## config.mk

```make
export PLATFORM = sky130hd
export DESIGN_NAME = input_byte_feeder
export DESIGN_NICKNAME = d
export VERILOG_FILES = /design/src/rtl/snappy_pkg.sv /design/src/rtl/input_byte_feeder.sv
export SDC_FILE = /design/constraint.sdc
export NUM_CORES = 1
export LEC_CHECK = 0
export ABC_AREA = 1
export BUFFER_PORTS_ARGS = -buffer_cell sky130_fd_sc_hd__buf_2
export CORE_ASPECT_RATIO = 0.6
export CORE_MARGIN = 4
export CORE_UTILIZATION = 34
export CTS_BUF_LIST = sky130_fd_sc_hd__clkbuf_8
export DETAILED_ROUTE_END_ITERATION = 6
export PLACE_DENSITY_LB_ADDON = 0.1
export SLEW_MARGIN = 20
export SYNTH_ARGS = -nofsm -noshare
export SYNTH_HDL_FRONTEND = slang
export SYNTH_SLANG_ARGS = --single-unit
```

## constraint.sdc

```tcl
create_clock -name clk -period 6.6 [get_ports clk]
set_clock_uncertainty 0.2 [all_clocks]
set_input_delay 0.99 -clock clk [delete_from_list [all_inputs] [get_ports clk]]
set_output_delay 0.99 -clock clk [all_outputs]
set_load 0.005 [all_outputs]
```

## src/rtl/snappy_pkg.sv

```systemverilog
`default_nettype none

package snappy_pkg;

    localparam int WORD_W     = 64;
    localparam int WORD_BYTES = 8;
    localparam int BYTE_PTR_W = 3;
    localparam int WIN_ADDR_W = 16;
    localparam int WIN_DEPTH  = 65536;
    localparam int LEN_W      = 32;

    // element kind, low two bits of every tag byte.
    localparam logic [1:0] TAG_LITERAL = 2'b00;
    localparam logic [1:0] TAG_COPY1   = 2'b01;
    localparam logic [1:0] TAG_COPY2   = 2'b10;

    localparam logic [5:0] LIT_LEN_EXT1 = 6'd60; // one length byte follows.
    localparam logic [5:0] LIT_LEN_EXT2 = 6'd61; // two length bytes follow.

    localparam int COPY1_LEN_BIAS = 4;

    // controller FSM states.
    localparam logic [2:0] ST_PRE   = 3'd0;
    localparam logic [2:0] ST_TAG   = 3'd1;
    localparam logic [2:0] ST_LEN   = 3'd2;
    localparam logic [2:0] ST_OFF   = 3'd3;
    localparam logic [2:0] ST_LIT   = 3'd4;
    localparam logic [2:0] ST_CP_RD = 3'd5;
    localparam logic [2:0] ST_CP_WR = 3'd6;
    localparam logic [2:0] ST_END   = 3'd7;

    // one tag byte, seen as literal/copy2 or as copy1.
    typedef union packed {
        struct packed {
            logic [5:0] len_code;
            logic [1:0] kind;
        } lit;
        struct packed {
            logic [2:0] off_hi;
            logic [2:0] len;
            logic [1:0] kind;
        } cp1;
    } snappy_tag_t;

endpackage

`default_nettype wire

```

## src/rtl/input_byte_feeder.sv

```systemverilog
`timescale 1ns/1ps
`default_nettype none

module input_byte_feeder import snappy_pkg::*; (
    input  wire               clk,
    input  wire               rst,
    input  wire  [WORD_W-1:0] in_data,
    input  wire               in_valid,
    output logic              in_ready,
    output logic [7:0]        byte_data,
    output logic              byte_valid,
    input  wire               byte_take,
    input  wire               word_drop
);

    localparam logic [BYTE_PTR_W-1:0] PTR_LAST = BYTE_PTR_W'(WORD_BYTES - 1);

    logic [WORD_W-1:0]     word_q;
    logic [BYTE_PTR_W-1:0] ptr_q;
    logic                  full_q;
    logic                  load;
    logic                  empty_now;

    assign load       = in_ready && in_valid;
    assign empty_now  = full_q && (word_drop || (byte_take && ptr_q == PTR_LAST));
    assign byte_valid = full_q;
    assign byte_data  = word_q[{ptr_q, 3'b000} +: 8];

    always_ff @(posedge clk) begin
        if (rst) begin
            full_q   <= 1'b0;
            in_ready <= 1'b0;
        end else if (load) begin
            full_q   <= 1'b1;
            in_ready <= 1'b0;
        end else if (empty_now) begin
            full_q   <= 1'b0;
            in_ready <= 1'b1; // next word accepted in the following cycle.
        end else if (!full_q) begin
            in_ready <= 1'b1;
        end
    end

    always_ff @(posedge clk) begin
        if (load) begin
            word_q <= in_data;
            ptr_q  <= '0;
        end else if (byte_take) begin
            ptr_q <= ptr_q + 1'b1;
        end
    end

endmodule

`default_nettype wire

```

== Word-level counts from Yosys, hierarchy flattened ==
Cells that the tools add are included.

* Flip-flop bits (word level): 69
* Output and inout port bits: 10

* Reductions and logical operators: 6
* Shift operators: 1
* Multiplexer cells: 4
* Equal/unequal tests: 2
* Add/sub/neg operators: 1

{| class="wikitable"
|+ Operators by type and width
! kind !! count
|-
| variable part select 64 x 7 -> 8 bit || 1
|-
| two-way mux 1 bit || 4
|-
| adder 3 x 1 -> 3 bit (second input constant) || 1
|-
| equality test 3 bit (second input constant) || 1
|-
| logical AND 1 bit || 3
|-
| != test 2 x 1 -> 1 bit (second input constant) || 1
|-
| nonzero test 2 bit || 1
|-
| OR reduction 2 bit || 1
|-
| logical OR 1 bit || 1
|}

== Longest topological paths before layout ==
Gate-level depths: netlist of run 1.

* Depth in word-level cells: 6
* Mapped depth: 8

== Worst setup path before layout of run 1 ==
No wires, ideal clock.

* Path kind: input-to-reg
* From: input port in_valid
* To: register word_q[0] (enable)
* Arrival time: 2.351 ns
* Buffers on the path: 0
* Slack: 3.631 ns
* Setup time: 0.419 ns
* Stages: 2
* Required time: 5.981 ns
* Cells stage by stage: nand2_1 > inv_1

* Word-level cells in the longest chain between the ends: 1

{| class="wikitable"
|+ RTL lines
! item !! RTL line !! RTL
|-
| start, declared || input_byte_feeder.sv:8 || <nowiki>input wire in_valid,</nowiki>
|-
| logical AND 1 bit || input_byte_feeder.sv:24 || <nowiki>assign load = in_ready && in_valid;</nowiki>
|-
| named net load || input_byte_feeder.sv:21 || <nowiki>logic load;</nowiki>
|-
| end signal, assigned || input_byte_feeder.sv:46 || <nowiki>word_q <= in_data;</nowiki>
|-
| end, declared || input_byte_feeder.sv:18 || <nowiki>logic [WORD_W-1:0] word_q;</nowiki>
|}

The timed path passes the listed nets, and every way through them passes these cells.
A chain may end at the register's enable or synchronous reset.

== Worst setup path after layout of run 1 ==
* From: register ptr_q[0]
* To: output port byte_data[6]

* Word-level cells in the longest chain between the ends: 1

{| class="wikitable"
|+ RTL lines
! item !! RTL line !! RTL
|-
| start, declared || input_byte_feeder.sv:19 || <nowiki>logic [BYTE_PTR_W-1:0] ptr_q;</nowiki>
|-
| start signal, assigned || input_byte_feeder.sv:49 || <nowiki>ptr_q <= ptr_q + 1'b1;</nowiki>
|-
| variable part select 64 x 7 -> 8 bit || input_byte_feeder.sv:27 || <nowiki>assign byte_data = word_q[{ptr_q, 3'b000} +: 8];</nowiki>
|-
| end, declared || input_byte_feeder.sv:10 || <nowiki>output logic [7:0] byte_data,</nowiki>
|}

Every way passes these cells.

==> results of run 1 <==
[cell usage in the layout, fill, tap and decap left out, drive strengths merged]
cell and n:
nor2 1, o21ai 4, dfxtp 5, nand2 106, nand3 32, inv 70
edfxtp 64, clkbuf 9, ha 2, buf 79, clkinv 5, clkinvlp 2
a21oi 5
[through the flow]
stage / power, W / worst slack, ns
global route: 0.001089 / 3.237
global placement: 0.0007295 / 3.309
floorplan: 0.0006672 / 3.631
CTS: 0.001042 / 3.336
detailed placement: 0.0007305 / 3.747
finish: 0.001027 / 3.370
[cell families after synthesis]
logic type / Yosys count / synth area share
flip-flops: 69 / 0.6623
buffers and inverters: 81 / 0.1225
adder cells (fa/ha/maj): 2 / 0.008195
AND/OR/NAND/NOR: 139 / 0.1922
AO/OA/AOI/OAI: 9 / 0.01475
[final cells by class]
class	count	area share
clock inverter	7	0.01400
sequential	69	0.5523
tap	112	0.03825
inverter	70	0.07377
timing repair buffer	79	0.1086
multi-input combinational	150	0.1793
clock buffer	9	0.03381
[flip-flops by register name, summed over array words and instances, names as in the netlist]
name,count
in_ready,1
ptr_q,3
byte_valid,1
word_q,64
[worst max-delay path, stage by stage (launching register included)]
cell	delay, ns
dfxtp_2	0.78
inv_6	0.25
nand2_2	0.10
nand3_1	0.13
nand2_1	0.12
nand2_1	0.05
nand2_1	0.11
buf_2	0.12
[routing by layer]
metal,vias up,GRT usage
met1,962,0.2059
met3,11,0.05650
met2,68,0.1682
li1,1090,-
met4,0,0.05544
met5,-,0
[worst max path at each step]
stage	cells after the start	start	end
after floorplan	2	in_valid	word_q[0]
after global placement	7	ptr_q[0]	byte_data[6]
after detailed placement	4	in_valid	word_q[26]
after CTS	7	ptr_q[0]	byte_data[6]
after global routing	7	ptr_q[0]	byte_data[6]
final	7	ptr_q[0]	byte_data[6]
[power by group through the flow]
stage               logic, W  clock network [W]  registers [W]
floorplan           0.000147                  0       0.000520
global placement    0.000184                  0       0.000545
detailed placement  0.000185                  0       0.000546
CTS                 0.000186           0.000320       0.000537
global route        0.000209           0.000340       0.000540
finish              0.000181           0.000310       0.000536
==> results.ini, run 1 <==
[outcome]
status = complete, no violations

[synth]
yosys_warnings = 0
yosysUniqueCellTypes = 17
async_reset_ff_frac = 0
ys.flop_type = edfxtp_1
yosys-top-cells-area = edfxtp_1 (63%), nand2_1 (12%), inv_1 (8.2%)
ys_ff_latch = 69
synthTopCellsByCount = nand2_1 (96), inv_1 (67), edfxtp_1 (64)
ys_seq_area_frac = 0.6623
syn_nets = 371
post-synth-top-count-cell = nand2_1
synth_top_area_frac = 0.6295
synth_cells = 300
syn_area_per_cell_um2 = 10.18
synth_edf_count = 64
synth_top_cell_by_area = edfxtp_1
synth_area_um2 = 3053

[cells_and_area]
seq_area_um2 = 2023
final_layout_size_suffix_gt1_frac = 0.2839
nNetsFinal = 450
fillers = 869
n_antenna_cell = 0
stdcell_count = 496
syn_to_final_growth_pct = 20.00
fin_util = 0.4250
multi_input_area_um2 = 656.9
fin_area_um2 = 3664

[setup_path]
crit_type = flip-flop to primary output
reg2reg_to = word_q[54]
ff2ff_path_depth = 3
end_kind = primary output
reg2reg_from = in_ready
crit_required_ns = 5.41
cp-start-kind = flip-flop
r2r_slack_ns = 4.53
cp.arrival_ns = 2.04
cp_max_fo = 34

[drt]
remaining_drc_errors = 0
wl_met1_mm = 3.766
routedWlPerCell_um = 14.04
top_layer = met4
dr_wl_met2_mm = 2.604
wirelength_mm = 6.966
dr.pass1.iters = 4
wl_met3_um = 503
ant_nets = 0
via_per_inst = 4.296
vias = 2131
drtIter0Drc = 94

[clock_tree]
cts.clk_slew.worst_paths_ns = 0.07
insertion_delay_ns = 0.36
cts_tree = built
cts_resized = 0
cts_buffers = 9
root_buffer = clkbuf_8
cts.sinks = 69
htreeDepth = 3
cts_setup_buffers = 0
cts_hold_buf = 0
ctsLongestPathBuffers = 2

[job]
drv_cap = 0

[die]
initial_utilization = 0.3541
die_h_um = 81.40
ios = 79
die_w_um = 130.3
die_area_um2 = 10610
num_rows = 26
core_um2 = 8621

[timing]
finalHoldViolCount = 0
setup_violations = 0
tightest_slew_ns = 0.7501
finalSetupTns_ns = 0
min_period_ns = 3.230
post-route-period-util = 0.4893
whs_ns = 0.2879
relSlewSlack = 0.4993
rsz0062_at_grt = false
fmax_mhz = 309.6
finalMaxSlewViolations = 0

[power]
power.switching_w = 0.0003127
sequentialPowerShare = 0.522
comb_power_share = 0.176
intPower_w = 0.0007147
p_leak_nw = 1.786
peakVddDrop_v = 0.0001068
power_frac_clock = 0.302
power.density_nw_per_um2 = 280.5
p_sw_frac = 0.3044

[grt]
grt_use_total = 0.1367
grt-ovfl-total = 0
grt_pass1_wl_mm = 10.52
grt_pass1_vias = 2015
grt_max_degree = 35
antenna_found_initial = 0

[worst_hold_path]
hp-class = flip-flop to flip-flop
worstHoldStart = byte_valid
hold_end = byte_valid
hold_depth = 2

[placed_design]
dp_hpwl_mm = 4.769
place_area_um2 = 3488
dp.cells = 480
io_buffers = 78
place_congestion = 0.7012

Note: power is estimated with default switching activity, not from simulation.
==> run 2, diff against run 1 <==
==> constraint.sdc (replaced) <==
create_clock -name clk -period 2.9 [get_ports clk]
set_clock_uncertainty 0.2 [all_clocks]
set_input_delay 0.435 -clock clk [delete_from_list [all_inputs] [get_ports clk]]
set_output_delay 0.435 -clock clk [all_outputs]
set_load 0.005 [all_outputs]
==> results.ini, run 2 (same netlist as run 1, synthesis figures left out) <==
[outcome]
status = complete, no violations

[setup_path]
cp-start-kind = flip-flop
cp_max_fo = 34
end_kind = primary output
cp.arrival_ns = 1.91
crit_required_ns = 2.27
crit_type = flip-flop to primary output

[cells_and_area]
mostFrequentLayoutCells = nand2_1 (96), buf_2 (78), inv_1 (66)
final_common_cell = nand2_1
final_layout_size_suffix_gt1_frac = 0.2824
fillers = 843
reg_top3 = word_q: 64 flops, ptr_q: 3 flops
stdcell_count = 498
nNetsFinal = 453
regMostFlops = word_q
syn_to_final_growth_pct = 22.01
fin_util = 0.4321
n_antenna_cell = 0
largest_reg_flops = 64

[drt]
remaining_drc_errors = 0
drtIter0Drc = 148
via_per_inst = 4.327
routedWlPerCell_um = 14.18
dr.pass1.iters = 4
vias = 2155
ant_nets = 0
wirelength_mm = 7.063

[clock_tree]
cts.sinks = 69
root_buffer = clkbuf_8
insertion_delay_ns = 0.35
cts_setup_buffers = 0
cts.clk_slew.worst_paths_ns = 0.07
cts_hold_buf = 0
ctsLongestPathBuffers = 2
cts_resized = 0
htreeDepth = 3
cts_buffers = 9
cts_tree = built

[die]
core_um2 = 8621
ios = 79
die_area_um2 = 10610
initial_utilization = 0.3541
num_rows = 26
die_h_um = 81.40
die_w_um = 130.3

[job]
drv_cap = 0

[grt]
grt_pass1_wl_mm = 11.01
grt-ovfl-total = 0
use_met3 = 0.06505
antenna_found_initial = 0
grt_max_degree = 37
use_met2 = 0.1989
grt_use_total = 0.1441
grt_pass1_vias = 2169
use_met1 = 0.2020
top_usage_layer = met1

[timing]
post-route-period-util = 0.8779
finalSetupTns_ns = 0
finalMaxSlewViolations = 0
setup_ws_ns = 0.3542
fmax_mhz = 392.8
relSlewSlack = 0.5086
rsz0062_at_grt = false
finalHoldViolCount = 0
tightest_slew_ns = 0.7361
min_period_ns = 2.546
setup_violations = 0

[power]
power.density_nw_per_um2 = 666.3
power_frac_clock = 0.334
peakVddDrop_v = 0.0002585
p_leak_nw = 1.825
intPower_w = 0.001795
comb_power_share = 0.181
sequentialPowerShare = 0.485
p_sw_frac = 0.2768
power.switching_w = 0.0006871

[placed_design]
place_congestion = 0.8193
io_buffers = 78
dp_hpwl_mm = 4.942
dp.cells = 483
place_ws_ns = 0.7322

[worst_hold_path]
hp-class = input pin to flip-flop

## run 2: cell count changes in the layout (fill, tap and decap cells not counted), sizes merged
cell / before / now
clkinvlp: 2 / 0
inv: 70 / 69
buf: 79 / 82
bufinv: 0 / 2
## run 2: per-stage QoR
step	hold WS (ns)	instance area (um2)	total power, W
final	0.04700	3725	0.002482
after global routing	0.02225	3725	0.002632
after CTS	0.02730	3725	0.002518
after detailed placement	0.2737	3522	0.001678
after global placement	0.2732	3522	0.001675
after floorplan	0.2658	3053	0.001518
## run 2: final cells by class
type                    count  area (um2)  share of cell area
clock inverters             6       78.83             0.02116
flip-flops and latches     69        2022              0.5428
inverters                  70       270.3             0.07256
multi-input cells         150       656.9              0.1764
repair buffers             82       432.9              0.1162
clock buffers               9       123.9             0.03326
well taps                 112       140.1             0.03762
## run 2: power groups by stage
| stage | clock [W] | combinational, W | sequential (W) |
|---|---|---|---|
| after floorplan | 0 | 0.000335 | 0.00118 |
| after global placement | 0 | 0.000451 | 0.00122 |
| after detailed placement | 0 | 0.000452 | 0.00123 |
| after CTS | 0.000856 | 0.000456 | 0.00121 |
| after global routing | 0.000906 | 0.000513 | 0.00121 |
| final | 0.000829 | 0.000448 | 0.00120 |
## run 2: worst max-delay path: stages, from the launching register on
cell and delay [ns]:
dfxtp_1 0.70, inv_6 0.23, nand2_2 0.10, nand3_1 0.13, nand2_1 0.12, nand2_1 0.05
nand2_1 0.10, buf_2 0.12
## run 2: layer usage
| metal | vias to the layer above | routed length [um] |
|---|---|---|
| met2 | 68 | 2820 |
| met5 | - | 0 |
| met1 | 981 | 3569 |
| met3 | 9 | 585 |
| li1 | 1097 | - |
| met4 | 0 | 87 |
## run 2: worst paths after layout
check / depth (start not counted) / slack [ns] / endpoint / from
max reg2reg: 5 / 1.01 / ptr_q[2] / ptr_q[0]
max: 7 / 0.35 / byte_data[6] / ptr_q[0]
min: 2 / 0.05 / byte_valid / rst
min reg2reg: 2 / 0.28 / byte_valid / byte_valid
