**config.mk**
```make
export PLATFORM = sky130hd
export DESIGN_NAME = snappy_ctrl
export DESIGN_NICKNAME = d
export VERILOG_FILES = /design/src/rtl/snappy_pkg.sv /design/src/rtl/snappy_ctrl.sv
export SDC_FILE = /design/constraint.sdc
export NUM_CORES = 1
export LEC_CHECK = 0
export ABC_AREA = 1
export BUFFER_PORTS_ARGS = -buffer_cell sky130_fd_sc_hd__buf_2
export CORE_MARGIN = 2
export CORE_UTILIZATION = 60
export DETAILED_ROUTE_END_ITERATION = 6
export PLACE_DENSITY = 0.79
export RECOVER_POWER = 50
export SLEW_MARGIN = 5
export SYNTH_ARGS = -nofsm -noshare
export SYNTH_HDL_FRONTEND = slang
export SYNTH_SLANG_ARGS = --single-unit
```
**constraint.sdc**
```tcl
create_clock -name clk -period 2.29 [get_ports clk]
set_input_delay 0.458 -clock clk [delete_from_list [all_inputs] [get_ports clk]]
set_output_delay 0.458 -clock clk [all_outputs]
set_load 0.03 [all_outputs]
```
**src/rtl/snappy_pkg.sv**
```systemverilog
`default_nettype none

package snappy_pkg;

    localparam int WORD_W     = 64;
    localparam int WORD_BYTES = 8;
    localparam int BYTE_PTR_W = 3;
    localparam int WIN_ADDR_W = 16;
    localparam int WIN_DEPTH  = 65536;
    localparam int LEN_W      = 32;

    // element kind, low two bits of every tag byte.
    localparam logic [1:0] TAG_LITERAL = 2'b00;
    localparam logic [1:0] TAG_COPY1   = 2'b01;
    localparam logic [1:0] TAG_COPY2   = 2'b10;

    localparam logic [5:0] LIT_LEN_EXT1 = 6'd60; // one length byte follows.
    localparam logic [5:0] LIT_LEN_EXT2 = 6'd61; // two length bytes follow.

    localparam int COPY1_LEN_BIAS = 4;

    // controller FSM states.
    localparam logic [2:0] ST_PRE   = 3'd0;
    localparam logic [2:0] ST_TAG   = 3'd1;
    localparam logic [2:0] ST_LEN   = 3'd2;
    localparam logic [2:0] ST_OFF   = 3'd3;
    localparam logic [2:0] ST_LIT   = 3'd4;
    localparam logic [2:0] ST_CP_RD = 3'd5;
    localparam logic [2:0] ST_CP_WR = 3'd6;
    localparam logic [2:0] ST_END   = 3'd7;

    // one tag byte, seen as literal/copy2 or as copy1.
    typedef union packed {
        struct packed {
            logic [5:0] len_code;
            logic [1:0] kind;
        } lit;
        struct packed {
            logic [2:0] off_hi;
            logic [2:0] len;
            logic [1:0] kind;
        } cp1;
    } snappy_tag_t;

endpackage

`default_nettype wire

```
**src/rtl/snappy_ctrl.sv**
```systemverilog
`timescale 1ns/1ps
`default_nettype none

module snappy_ctrl import snappy_pkg::*; (
    input  wire                   clk,
    input  wire                   rst,
    input  wire  [7:0]            byte_data,
    input  wire                   byte_valid,
    output logic                  byte_take,
    output logic                  word_drop,
    output logic                  wr_en,
    output logic [7:0]            wr_byte,
    output logic                  blk_start,
    output logic                  rd_start,
    output logic [WIN_ADDR_W-1:0] rd_offset,
    output logic                  rd_next,
    input  wire  [7:0]            rd_byte,
    output logic                  pk_en,
    output logic [7:0]            pk_byte,
    output logic                  pk_last,
    input  wire                   pk_ready
);

    logic [2:0]            state_q;
    logic [LEN_W-1:0]      blk_len_q;   // bytes left in the block.
    logic [LEN_W-1:0]      elem_len_q;  // bytes left in the element.
    logic [WIN_ADDR_W-1:0] off_q;
    logic [4:0]            pre_sh_q;
    logic                  more_q;      // another length/offset byte follows.
    logic                  hi_q;        // current field byte is the high one.
    snappy_tag_t           tag;
    logic [LEN_W-1:0]      fld;
    logic                  last_byte;

    assign tag       = byte_data;
    assign fld       = LEN_W'(byte_data) << {hi_q, 3'b000};
    assign last_byte = (blk_len_q == LEN_W'(1));

    assign rd_offset = off_q | fld[WIN_ADDR_W-1:0];
    assign blk_start = (state_q == ST_PRE);
    assign word_drop = (state_q == ST_END);
    assign wr_en     = pk_en;
    assign wr_byte   = pk_byte;
    assign pk_last   = pk_en && last_byte;

    always_comb begin
        byte_take = 1'b0;
        pk_en     = 1'b0;
        pk_byte   = byte_data;
        rd_start  = 1'b0;
        rd_next   = 1'b0;
        case (state_q)
            ST_PRE, ST_TAG, ST_LEN: begin
                byte_take = byte_valid;
            end
            ST_OFF: begin
                byte_take = byte_valid;
                rd_start  = byte_valid && !more_q; // final offset byte.
            end
            ST_LIT: begin
                byte_take = byte_valid && pk_ready;
                pk_en     = byte_valid && pk_ready;
            end
            ST_CP_RD: begin
                rd_next = 1'b1;
            end
            ST_CP_WR: begin
                pk_en   = pk_ready;
                pk_byte = rd_byte;
            end
            default: begin
            end
        endcase
    end

    always_ff @(posedge clk) begin
        if (rst) begin
            state_q    <= ST_PRE;
            blk_len_q  <= '0;
            elem_len_q <= '0;
            off_q      <= '0;
            pre_sh_q   <= '0;
            more_q     <= 1'b0;
            hi_q       <= 1'b0;
        end else begin
            case (state_q)
                ST_PRE: begin
                    if (byte_valid) begin
                        blk_len_q <= blk_len_q | (LEN_W'(byte_data[6:0]) << pre_sh_q);
                        pre_sh_q  <= pre_sh_q + 5'd7;
                        if (!byte_data[7]) begin
                            state_q <= ST_TAG;
                        end
                    end
                end
                ST_TAG: begin
                    if (byte_valid) begin
                        hi_q <= 1'b0;
                        case (tag.lit.kind)
                            TAG_LITERAL: begin
                                more_q <= (tag.lit.len_code == LIT_LEN_EXT2);
                                if (tag.lit.len_code >= LIT_LEN_EXT1) begin
                                    elem_len_q <= '0;
                                    state_q    <= ST_LEN;
                                end else begin
                                    elem_len_q <= LEN_W'(tag.lit.len_code) + 1'b1;
                                    state_q    <= ST_LIT;
                                end
                            end
                            TAG_COPY1: begin
                                elem_len_q <= LEN_W'(tag.cp1.len) + COPY1_LEN_BIAS;
                                off_q      <= {5'b0, tag.cp1.off_hi, 8'h00};
                                more_q     <= 1'b0;
                                state_q    <= ST_OFF;
                            end
                            TAG_COPY2: begin
                                elem_len_q <= LEN_W'(tag.lit.len_code) + 1'b1;
                                off_q      <= '0;
                                more_q     <= 1'b1;
                                state_q    <= ST_OFF;
                            end
                            default: begin
                            end
                        endcase
                    end
                end
                ST_LEN: begin
                    if (byte_valid) begin
                        if (more_q) begin
                            elem_len_q <= fld;
                            more_q     <= 1'b0;
                            hi_q       <= 1'b1;
                        end else begin
                            elem_len_q <= (elem_len_q | fld) + 1'b1; // stored as length - 1.
                            state_q    <= ST_LIT;
                        end
                    end
                end
                ST_OFF: begin
                    if (byte_valid) begin
                        if (more_q) begin
                            off_q  <= rd_offset;
                            more_q <= 1'b0;
                            hi_q   <= 1'b1;
                        end else begin
                            state_q <= ST_CP_WR;
                        end
                    end
                end
                ST_LIT, ST_CP_WR: begin
                    if (pk_en) begin
                        blk_len_q  <= blk_len_q - 1'b1;
                        elem_len_q <= elem_len_q - 1'b1;
                        if (last_byte) begin
                            state_q <= ST_END;
                        end else if (elem_len_q == LEN_W'(1)) begin
                            state_q <= ST_TAG;
                        end else if (state_q == ST_CP_WR) begin
                            state_q <= ST_CP_RD;
                        end
                    end
                end
                ST_CP_RD: begin
                    state_q <= ST_CP_WR;
                end
                default: begin
                    blk_len_q <= '0; // ST_END, drop the rest of the word.
                    pre_sh_q  <= '0;
                    state_q   <= ST_PRE;
                end
            endcase
        end
    end

endmodule

`default_nettype wire

```
**Word-level counts from Yosys, hierarchy flattened**

Index checks and enable logic that the tools add are counted.

- Input bits: 20
- Word-level logic and storage cells: 113
- Output and inout bits: 40
- Flip-flop bits (word level): 90

- Bitwise operators: 5
- Shifts and indexed selects: 2
- Magnitude comparators: 1
- Multiplexer cells: 43
- Reduce and logical (&&, ||, !) cells: 22
- Eq/ne operators: 27
- Add/sub/neg operators: 6

Operator list:

| kind | count |
|---|---|
| 32-bit one-hot mux with 3 select lines | 3 |
| 32-bit two-way mux | 6 |
| 32-bit by 1-bit == test with 1-bit output, second input constant | 2 |
| 32-bit OR | 2 |
| 16-bit one-hot mux with 2 select lines | 2 |
| 32-bit by 1-bit subtractor with 32-bit output, second input constant | 2 |
| 16-bit two-way mux | 3 |
| 3-bit two-way mux | 12 |
| 32-bit by 1-bit adder with 32-bit output, second input constant | 1 |
| 7-bit by 5-bit << shifter with 32-bit output | 1 |
| 8-bit by 4-bit << shifter with 32-bit output | 1 |
| 2-bit inequality test, second input constant | 9 |
| 3-bit one-hot mux with 6 select lines | 1 |
| 16-bit OR | 1 |
| 3-bit == test, second input constant | 4 |
| 5-bit one-hot mux with 2 select lines | 1 |
| 10-bit AND reduction | 1 |
| 5-bit AND reduction | 2 |
| 8-bit two-way mux | 1 |
| 1-bit one-hot mux with 2 select lines | 4 |
| 4-bit AND reduction | 2 |
| 4-bit OR reduction | 2 |
| 6-bit by 1-bit adder with 7-bit output, second input constant | 1 |
| 7-bit two-way mux | 1 |
| 28 further kinds | 41 |

**Depth between registers and ports, before layout**

Gate-level depths: netlist of run 1.

- Depth in word-level cells: 6
- Mapped depth: 14
- Depth with buffers taken out: 13

**Least setup slack after synthesis of run 1**

OpenSTA, ideal clock, no wires.

- Path type: register to output
- From: reg state_q[0]
- To: out wr_byte[7]
- Data arrival time: 1992 ps
- Buffers on the path: 3
- Data required time: 1832 ps
- Setup slack: -160 ps
- Cell stages (with the launch flop): 8
- Path through: dfxtp_1 -> buf_6 -> inv_1 -> nand2_1 -> nor2_1 -> clkbuf_1 -> o21ai_0 -> buf_4

- Word-level cells in the longest chain between the ends: 2

Ends and longest elaborated chain:

| what | line | source |
|---|---|---|
| start, declared | snappy_ctrl.sv:24 | `logic [2:0] state_q;` |
| start signal, assigned | snappy_ctrl.sv:78 | `state_q <= ST_PRE;` |
| start signal, assigned | snappy_ctrl.sv:92 | `state_q <= ST_TAG;` |
| start signal, assigned | snappy_ctrl.sv:104 | `state_q <= ST_LEN;` |
| 3-bit == test | snappy_ctrl.sv:52 | `case (state_q)` |
| 8-bit two-way mux | snappy_ctrl.sv:52 |  |
| end, declared | snappy_ctrl.sv:12 | `output logic [7:0] wr_byte,` |

No other way between the ends.

**Worst setup path in the final report of run 1**

- From: reg blk_len_q[8]
- To: out pk_last

- Word-level cells in the longest chain between the ends: 2

Ends and longest elaborated chain:

| what | line | source |
|---|---|---|
| start, declared | snappy_ctrl.sv:25 | `logic [LEN_W-1:0] blk_len_q;` |
| start signal, assigned | snappy_ctrl.sv:89 | `blk_len_q <= blk_len_q \| (LEN_W'(byte_data[6:0]) << pre_sh_q);` |
| start signal, assigned | snappy_ctrl.sv:152 | `blk_len_q <= blk_len_q - 1'b1;` |
| 32-bit by 1-bit == test with 1-bit output | snappy_ctrl.sv:37 | `assign last_byte = (blk_len_q == LEN_W'(1));` |
| 1-bit logical AND | snappy_ctrl.sv:44 | `assign pk_last = pk_en && last_byte;` |
| end, declared | snappy_ctrl.sv:20 | `output logic pk_last,` |

No other way between the ends.

==> results.sh, run 1 <==
export IMPL_syn_avg_cell_area_sq_um=5.58
export IMPL_syn_to_final_growth_pct=11.1
export IMPL_yosys_warnings=0
export IMPL_slew_headroom=0.607
export IMPL_antenna_found_initial=0
export IMPL_port_buffers=59
export IMPL_whs_ns=0.430
export IMPL_clock_latency_ns=0.36
export IMPL_violations="design-rule violations"
export IMPL_die_x_um=124
export IMPL_startpoint_type="register"
export IMPL_ys_seq_elements=90
export IMPL_multi_input_area_sq_um=5680
export IMPL_place_area_sq_um=9140
export IMPL_drive_gt1_frac=0.122
export IMPL_post_drt_wl_per_cell_um=16.5
export IMPL_yosysUniqueCellTypes=50
export IMPL_antenna_left=0
export IMPL_period_needed_ns=2.25
export IMPL_syn_cell_area_sq_um=8620
export IMPL_grtUsageTotal=0.391
export IMPL_cts_buffer_depth=2
export IMPL_die_height_um=124
export IMPL_drtPass1Iterations=7
export IMPL_dieArea_sq_um=15300
export IMPL_synthCells=1546
export IMPL_viasPerCell=5.95
export IMPL_grt_pass1_vias=9526
export IMPL_status="complete, but fails checks"
export IMPL_cp_max_fo=5
export IMPL_rows=43
export IMPL_antennaDiodeCount=0
export IMPL_cts_tree="done"
export IMPL_wl_um=29300
export IMPL_grt_max_degree=42
export IMPL_leakage_nw=4.47
export IMPL_first_iter_violations=1251
export IMPL_crit_path_end_kind="output pin"
export IMPL_core_sq_um=13900
export IMPL_cts_sinks=90
export IMPL_ir_drop_uv=521
export IMPL_finalWeightedCongestion=1.08
export IMPL_final_hold_viol_count=0
export IMPL_cts_buffers_inserted=9
export IMPL_hp_class="input pin to register"
export IMPL_rsz0062_at_grt="yes"
export IMPL_detailed_place_hpwl_um=21900
export IMPL_ys_async_sr_fraction=0
export IMPL_overflow=0
export IMPL_design_area_sq_um=9580
export IMPL_synth_fp_nets=1578
export IMPL_cts_reportedPaths_clkPinSlew_ns=0.07
export IMPL_period_share=0.983
export IMPL_maxCapViolations=0
export IMPL_finalSetupViolCount=0
export IMPL_skew_ns=0.00884
export IMPL_initial_core_util=0.619
export IMPL_root_buffer="clkbuf_16"
export IMPL_synth_edf_count=0
export IMPL_maxSlewViolCount=0
export IMPL_cts_hold_buffers_added=0
export IMPL_pin_count=60
export IMPL_via_count=10556
export IMPL_powerDensity_nw_per_um2=903
export IMPL_tightest_slew_ns=0.589
export IMPL_max_freq_ghz=0.444
export IMPL_path_class="register to output pin"
export IMPL_fill_cells=1327
export IMPL_layout_area_seq_sq_um=1810
export IMPL_arrival_ns=1.79
export IMPL_synthFlopType="dfxtp_1"
export IMPL_worstPathRequired_ns=1.83
export IMPL_cts_max_level=3
export IMPL_route_detailed_drc=1
export IMPL_nets=1621
export IMPL_yosysSeqAreaShare=0.209
export IMPL_grt_pass1_wl_um=46900
metal layers:
metal  GRT usage  share of wire  vias to the layer above
li1            -              -                     5146
met3      0.0531          0.083                      135
met4       0.247          0.063                        0
met1       0.476           0.39                     4715
met5           0              0                        -
met2       0.648           0.46                      560
final timing paths:
kind                              startpoint             to  slack (ns)  cells after the start
worst min register to register      off_q[9]       off_q[9]        0.46                      2
worst max register to register   pre_sh_q[0]  blk_len_q[11]        0.31                      8
worst min-delay path              byte_valid           hi_q        0.43                      3
worst max-delay path            blk_len_q[8]        pk_last        0.04                      8
critical path, stage by stage, from the launching register on:
cell	delay (ns)
dfxtp_1	0.36
nor2_2	0.16
nand2_1	0.11
inv_1	0.11
nand4_1	0.11
nor3_2	0.14
nand3_1	0.15
nor2_1	0.13
buf_4	0.17
through the flow:
stage	std cells	util	setup WS (ns)	setup TNS, ns	total power, mW
floorplan	1546	-	-0.160	-1.28	5.36
global placement	1757	0.656	0.205	0	6.46
detailed placement	1757	0.656	0.134	0	6.54
CTS	1773	0.684	0.0244	0	8.49
global route	1774	0.688	-0.0194	-0.137	9.25
finish	1774	0.688	0.0380	0	8.65
report_power, final:
part / internal [mW] / switching, mW
Clock: 1.19 / 0.754
Combinational: 1.38 / 3.08
Sequential: 1.84 / 0.399
Yosys cell counts (all sizes together), types with 3 or more instances:
cell | instances | area share
nand2 | 398 | 0.18
nor2 | 213 | 0.11
inv | 192 | 0.084
nand3 | 179 | 0.10
o21ai | 130 | 0.076
a21oi | 103 | 0.060
dfxtp | 90 | 0.21
buf | 40 | 0.031
nand4 | 34 | 0.026
clkbuf | 31 | 0.014
nor3 | 29 | 0.019
a211oi | 16 | 0.014
a31oi | 16 | 0.012
clkinv | 15 | 0.0065
o211ai | 13 | 0.012
ha | 12 | 0.017
xor2 | 8 | 0.0081
o21bai | 4 | 0.0035
o22ai | 4 | 0.0029
or2 | 4 | 0.0029
nor4 | 3 | 0.0022
o21a | 3 | 0.0026
cell type report:
| class | count | share of cell area |
|---|---|---|
| sequential | 90 | 0.189 |
| clock inverter | 7 | 0.0153 |
| clock buffer | 9 | 0.0235 |
| timing repair buffer | 103 | 0.0735 |
| multi-input combinational | 1178 | 0.593 |
| tap | 180 | 0.0235 |
| inverter | 207 | 0.0819 |
repair_timing:
action                     in CTS  in global routing
pin swaps                       0                  3
setup endpoints to repair       5                 13
setup buffers                   0                  1
gates resized for setup         6                 19
registers in the layout, summed over array words and instances, names as in the netlist:
signal and flops:
state_q 3, off_q 16, hi_q 1, blk_len_q 32, more_q 1, elem_len_q 32
pre_sh_q 5
logic make-up (layout without fill, tap and decap cells):
family          count (synthesis)  after routing  share of synthesized area
compound gates                293            293                      0.187
fa+ha+maj                      12             12                     0.0174
xor+xnor                        9              9                    0.00914
flops                          90             90                      0.209
simple gates                  864            864                      0.442
buf+inv                       278            326                      0.136
layout by cell type (no fill, tap or decap), drive strengths merged:
| cell | count |
|---|---|
| and2 | 1 |
| nand3b | 1 |
| a31oi | 16 |
| xor2 | 8 |
| ha | 12 |
| o21ai | 130 |
| and3 | 1 |
| a21oi | 103 |
| a22oi | 1 |
| o2111ai | 1 |
| o21a | 3 |
| inv | 195 |
| nor4 | 3 |
| clkbuf | 9 |
| o211ai | 13 |
| o22ai | 4 |
| nand3 | 179 |
| nand2 | 398 |
| o31ai | 2 |
| nor3b | 1 |
| xnor2 | 1 |
| bufinv | 4 |
| or2 | 4 |
| o21bai | 4 |
| clkinv | 15 |
| dfxtp | 90 |
| buf | 103 |
| nand4 | 34 |
| nor3 | 29 |
| nor2 | 213 |
| a211oi | 16 |
(Power assumes the default switching activity.)
==> run 2: changes to the inputs <==
--- a/config.mk
+++ b/config.mk
@@ -5,13 +5,13 @@
 export SDC_FILE = /design/constraint.sdc
 export NUM_CORES = 1
 export LEC_CHECK = 0
-export ABC_AREA = 1
 export BUFFER_PORTS_ARGS = -buffer_cell sky130_fd_sc_hd__buf_2
 export CORE_MARGIN = 2
 export CORE_UTILIZATION = 60
 export DETAILED_ROUTE_END_ITERATION = 6
-export PLACE_DENSITY = 0.79
+export PLACE_DENSITY = 0.8
 export RECOVER_POWER = 50
+export SETUP_SLACK_MARGIN = 0.3
 export SLEW_MARGIN = 5
 export SYNTH_ARGS = -nofsm -noshare
 export SYNTH_HDL_FRONTEND = slang
==> results.sh, run 2 <==
export IMPL_initial_core_util=0.608
export IMPL_cts_max_level=3
export IMPL_ys_async_sr_fraction=0
export IMPL_grt_max_degree=45
export IMPL_cts_sinks=90
export IMPL_dpl_cell_count=1376
export IMPL_root_buffer="clkbuf_16"
export IMPL_synthCells=1065
export IMPL_overflow=23
export IMPL_synth_common_cells="nor2_1 (109), dfxtp_1 (90), a21oi_1 (86)"
export IMPL_yosysUniqueCellTypes=82
export IMPL_status="aborted with a tool error"
export IMPL_rows=41
export IMPL_syn_cell_area_sq_um=7610
export IMPL_synth_top_area_share=0.237
export IMPL_cts_buffer_depth=2
export IMPL_tool_error="[ERROR GRT-0232] Routing congestion too high. Check the congestion heatmap in the GUI."
export IMPL_finalWeightedCongestion=1.02
export IMPL_cts_buffers_inserted=9
export IMPL_worstEpCategory="top-level output"
export IMPL_die_height_um=117
export IMPL_synth_area_leader_cell="dfxtp_1"
export IMPL_yosys_warnings=0
export IMPL_stop_stage="global routing (5_1_grt)"
export IMPL_grtUsageTotal=0.793
export IMPL_port_buffers=59
export IMPL_synth_most_common_cell="nor2_1"
export IMPL_die_x_um=117
export IMPL_pin_count=60
export IMPL_synth_fp_nets=1097
export IMPL_synthFlopType="dfxtp_1"
export IMPL_synthTopCellsByArea="dfxtp_1 (24%), a21oi_1 (5.7%), nor2_1 (5.4%)"
export IMPL_syn_avg_cell_area_sq_um=7.15
export IMPL_yosysSeqAreaShare=0.237
export IMPL_detailed_place_hpwl_um=21400
export IMPL_cts_hold_buffers_added=0
export IMPL_ys_seq_elements=90
export IMPL_postGrtWorstEndpoint="pk_last"
export IMPL_synth_edf_count=0
run 2: changes by cell type after synthesis, moves of 34 or more:
cell      before  now
clkbuf_1      30   74
nor2_1       193  109
nand2_1      385   68
o21ai_1       34    0
nand3_1      178   39
inv_1        180   29
run 2: metrics by stage:
stage / instance area (sq um) / utilization / TNS, ns / setup slack (ns)
3_5_place_dp: 9450 / 0.755 / -0.449 / -0.0885
3_3_place_gp: 9450 / 0.755 / -0.130 / -0.0642
2_1_floorplan: 8080 / - / -0.699 / -0.224
4_1_cts: 10900 / 0.870 / -0.250 / -0.109
run 2: timing repair:
action                     CTS
setup endpoints to repair   87
resized for setup          193
gates cloned                 2
pin swaps                   69
buffers inserted            48
hold endpoints to repair     0
run 2: kinds of logic after synthesis:
family,count (synthesis),share of synthesized area
xor+xnor,15,0.0173
buf+inv,129,0.0750
mux,40,0.0567
simple gates,445,0.305
compound gates,334,0.290
flops,90,0.237
fa+ha+maj,12,0.0197
run 2: routing by layer:
layer	GRT overflow	GRT usage
met3	1	0.683
met2	11	0.925
met4	11	0.744
met1	0	0.804
met5	0	0.430
==> run 3: changes to the inputs <==
--- a/config.mk
+++ b/config.mk
@@ -7,11 +7,10 @@
 export LEC_CHECK = 0
 export BUFFER_PORTS_ARGS = -buffer_cell sky130_fd_sc_hd__buf_2
 export CORE_MARGIN = 2
-export CORE_UTILIZATION = 60
+export CORE_UTILIZATION = 40
 export DETAILED_ROUTE_END_ITERATION = 6
-export PLACE_DENSITY = 0.8
+export PLACE_DENSITY_LB_ADDON = 0.15
 export RECOVER_POWER = 50
-export SETUP_SLACK_MARGIN = 0.3
 export SLEW_MARGIN = 5
 export SYNTH_ARGS = -nofsm -noshare
 export SYNTH_HDL_FRONTEND = slang
==> results.sh, run 3 <==
export IMPL_dieArea_sq_um=20100
export IMPL_die_height_um=142
export IMPL_p_switching_mw=2.87
export IMPL_grtUsageTotal=0.293
export IMPL_powerDensity_nw_per_um2=677
export IMPL_finalWeightedCongestion=0.930
export IMPL_total_power_mw=6.99
export IMPL_max_freq_ghz=0.386
export IMPL_route_detailed_drc=1
export IMPL_grt_max_degree=52
export IMPL_synthAdderAreaFrac=0.0197
export IMPL_cts_sinks=90
export IMPL_yosys_warnings=0
export IMPL_port_buffers=59
export IMPL_post_drt_wl_per_cell_um=20.1
export IMPL_status="complete, but fails checks"
export IMPL_synth_area_leader_cell="dfxtp_1"
export IMPL_critPathBufInv=2
export IMPL_skew_ns=0.0146
export IMPL_cp_cell_sequence="or4_4 > buf_6 > nor4_4 > nand4_1 > nor2_2 > buf_6"
export IMPL_via_count=9349
export IMPL_detailed_place_hpwl_um=22000
export IMPL_layout_common_cells="buf_4 (194), nor2_1 (103), dfxtp_1 (85)"
export IMPL_synth_fp_nets=1097
export IMPL_core_sq_um=18700
export IMPL_syn_to_final_growth_pct=35.6
export IMPL_clock_latency_ns=0.37
export IMPL_antennaDiodeCount=0
export IMPL_pin_count=60
export IMPL_synthTopCellsByArea="dfxtp_1 (24%), a21oi_1 (5.7%), nor2_1 (5.4%)"
export IMPL_mostFrequentLayoutCell="buf_4"
export IMPL_syn_cell_area_sq_um=7610
export IMPL_final_util=0.552
export IMPL_fin_ws_ns=-0.298
export IMPL_yosysSeqAreaShare=0.237
export IMPL_clkPwrFrac=0.215
export IMPL_cp_max_fo=3
export IMPL_violations="design-rule violations, negative setup slack"
export IMPL_antenna_left=0
export IMPL_reg_top3="blk_len_q: 32 flops, elem_len_q: 32 flops, off_q: 16 flops"
export IMPL_timing_reg2reg_setup_slack_ns=-0.29
export IMPL_startpoint_type="register"
export IMPL_muxShareOfSynthArea=0.0567
export IMPL_final_hold_viol_count=0
export IMPL_maxSlewViolCount=0
export IMPL_pwr_share_seq=0.254
export IMPL_min_path_cells=2
export IMPL_maxCapViolations=0
export IMPL_synth_compound_area_frac=0.290
export IMPL_drive_gt1_frac=0.322
export IMPL_cts_max_level=3
export IMPL_cts_tree="done"
export IMPL_synthFlopType="dfxtp_1"
export IMPL_viasPerCell=6.22
export IMPL_rsz0062_at_grt="yes"
export IMPL_wl_um=30200
export IMPL_rows=50
export IMPL_crit_path_top_delay_cell="or4_4"
export IMPL_holdCritStartpoint="off_q[5]"
export IMPL_synth_edf_count=0
export IMPL_whs_ns=0.466
export IMPL_synthCells=1065
export IMPL_ys_async_sr_fraction=0
export IMPL_cp_common_cell="buf_6"
export IMPL_nets=1295
export IMPL_cts_reportedPaths_clkPinSlew_ns=0.08
export IMPL_p_int_mw=4.12
export IMPL_first_iter_violations=1011
export IMPL_synth_top_family_by_area="simple AND/OR/NAND/NOR gates"
export IMPL_period_share=1.13
export IMPL_ir_drop_uv=415
export IMPL_synth_top_area_share=0.237
export IMPL_cts_buffers_inserted=9
export IMPL_r2r_start="blk_len_q[7]"
export IMPL_r2r_worst_path_cells=8
export IMPL_drtPass1Iterations=7
export IMPL_grt_pass1_vias=8662
export IMPL_power_switching_share=0.411
export IMPL_synth_common_cells="nor2_1 (109), dfxtp_1 (90), a21oi_1 (86)"
export IMPL_cts_hold_buffers_added=0
export IMPL_yosysUniqueCellTypes=82
export IMPL_initial_core_util=0.407
export IMPL_root_buffer="clkbuf_16"
export IMPL_path_class="register to output pin"
export IMPL_synth_most_common_cell="nor2_1"
export IMPL_period_needed_ns=2.59
export IMPL_comb_power_share=0.531
export IMPL_crit_family="simple AND/OR/NAND/NOR gates"
export IMPL_slowest_delay_ns=0.54
export IMPL_finalSetupViolCount=56
export IMPL_cts_buffer_depth=2
export IMPL_r2r_end="blk_len_q[27]"
export IMPL_overflow=0
export IMPL_worstPathRequired_ns=1.83
export IMPL_leakage_nw=4.31
export IMPL_yosys_area_share_simple=0.305
export IMPL_grt_pass1_wl_um=46800
export IMPL_synth_xor_area_frac=0.0173
export IMPL_ys_seq_elements=90
export IMPL_tightest_slew_ns=0.628
export IMPL_antenna_found_initial=0
export IMPL_syn_avg_cell_area_sq_um=7.15
export IMPL_die_x_um=142
export IMPL_hp_class="register to register"
export IMPL_hold_end="off_q[5]"
export IMPL_arrival_ns=2.13
export IMPL_crit_path_end_kind="output pin"
export IMPL_slew_headroom=0.578
## run 3: cell counts after synthesis
Identical to the previous run, type by type.
## run 3: per-layer routing
layer / up-vias / wire [um] / track usage
li1: 4402 / - / -
met1: 4415 / 13600 / 0.416
met2: 468 / 13500 / 0.452
met3: 64 / 2420 / 0.0444
met4: 0 / 769 / 0.105
met5: - / 0 / 0
## run 3: worst max path at each step
stage	start	slack [ns]	cells after the start	to
floorplan	blk_len_q[7]	-0.23	8	blk_len_q[29]
global placement	byte_data[0]	-0.15	11	elem_len_q[5]
detailed placement	byte_data[0]	-0.16	11	elem_len_q[5]
CTS	blk_len_q[10]	-0.30	6	pk_last
global route	blk_len_q[7]	-0.36	6	pk_last
finish	blk_len_q[7]	-0.30	6	pk_last
## run 3: repair_timing
item / CTS / global route
endpoints found under the setup margin: 29 / 69
buffers inserted: 6 / 12
pin swaps: 7 / 29
cloned: 0 / 2
resized for setup: 20 / 94
## run 3: kinds of logic after synthesis
kind of cell    Yosys count
simple gates            445
flops                    90
fa+ha+maj                12
buf+inv                 129
mux                      40
xor+xnor                 15
compound gates          334
## run 3: per-stage QoR
| stage | setup TNS (ns) | instances | cell area (sq um) | setup WS (ns) |
|---|---|---|---|---|
| 6_report | -7.43 | 1502 | 10300 | -0.298 |
| 3_3_place_gp | -2.03 | 1466 | 9450 | -0.146 |
| 2_1_floorplan | -0.713 | 1065 | 7690 | -0.228 |
| 5_1_grt | -13.16 | 1502 | 10300 | -0.360 |
| 3_5_place_dp | -3.06 | 1466 | 9450 | -0.162 |
| 4_1_cts | -1.37 | 1488 | 9850 | -0.305 |
## run 3: power groups by stage
stage | Combinational (mW) | Clock [mW] | Sequential (mW)
finish | 3.71 | 1.51 | 1.77
global route | 3.95 | 1.56 | 1.79
CTS | 3.32 | 1.51 | 1.77
detailed placement | 3.19 | 0 | 1.80
global placement | 3.18 | 0 | 1.80
floorplan | 1.87 | 0 | 1.77
## run 3: worst min-delay path, cell delays in order (launching register included)
cell and delay (ns):
dfxtp_1 0.33, a21oi_1 0.04, nor2_1 0.07
## run 3: final cells by class
| class | instances | area, sq um |
|---|---|---|
| Fill cell | 1804 | 8390 |
| Multi-Input combinational cell | 846 | 5690 |
| Timing Repair Buffer | 284 | 2120 |
| Sequential cell | 90 | 1810 |
| Tap cell | 234 | 293 |
| Clock buffer | 9 | 225 |
| Inverter | 32 | 120 |
| Clock inverter | 7 | 53.8 |
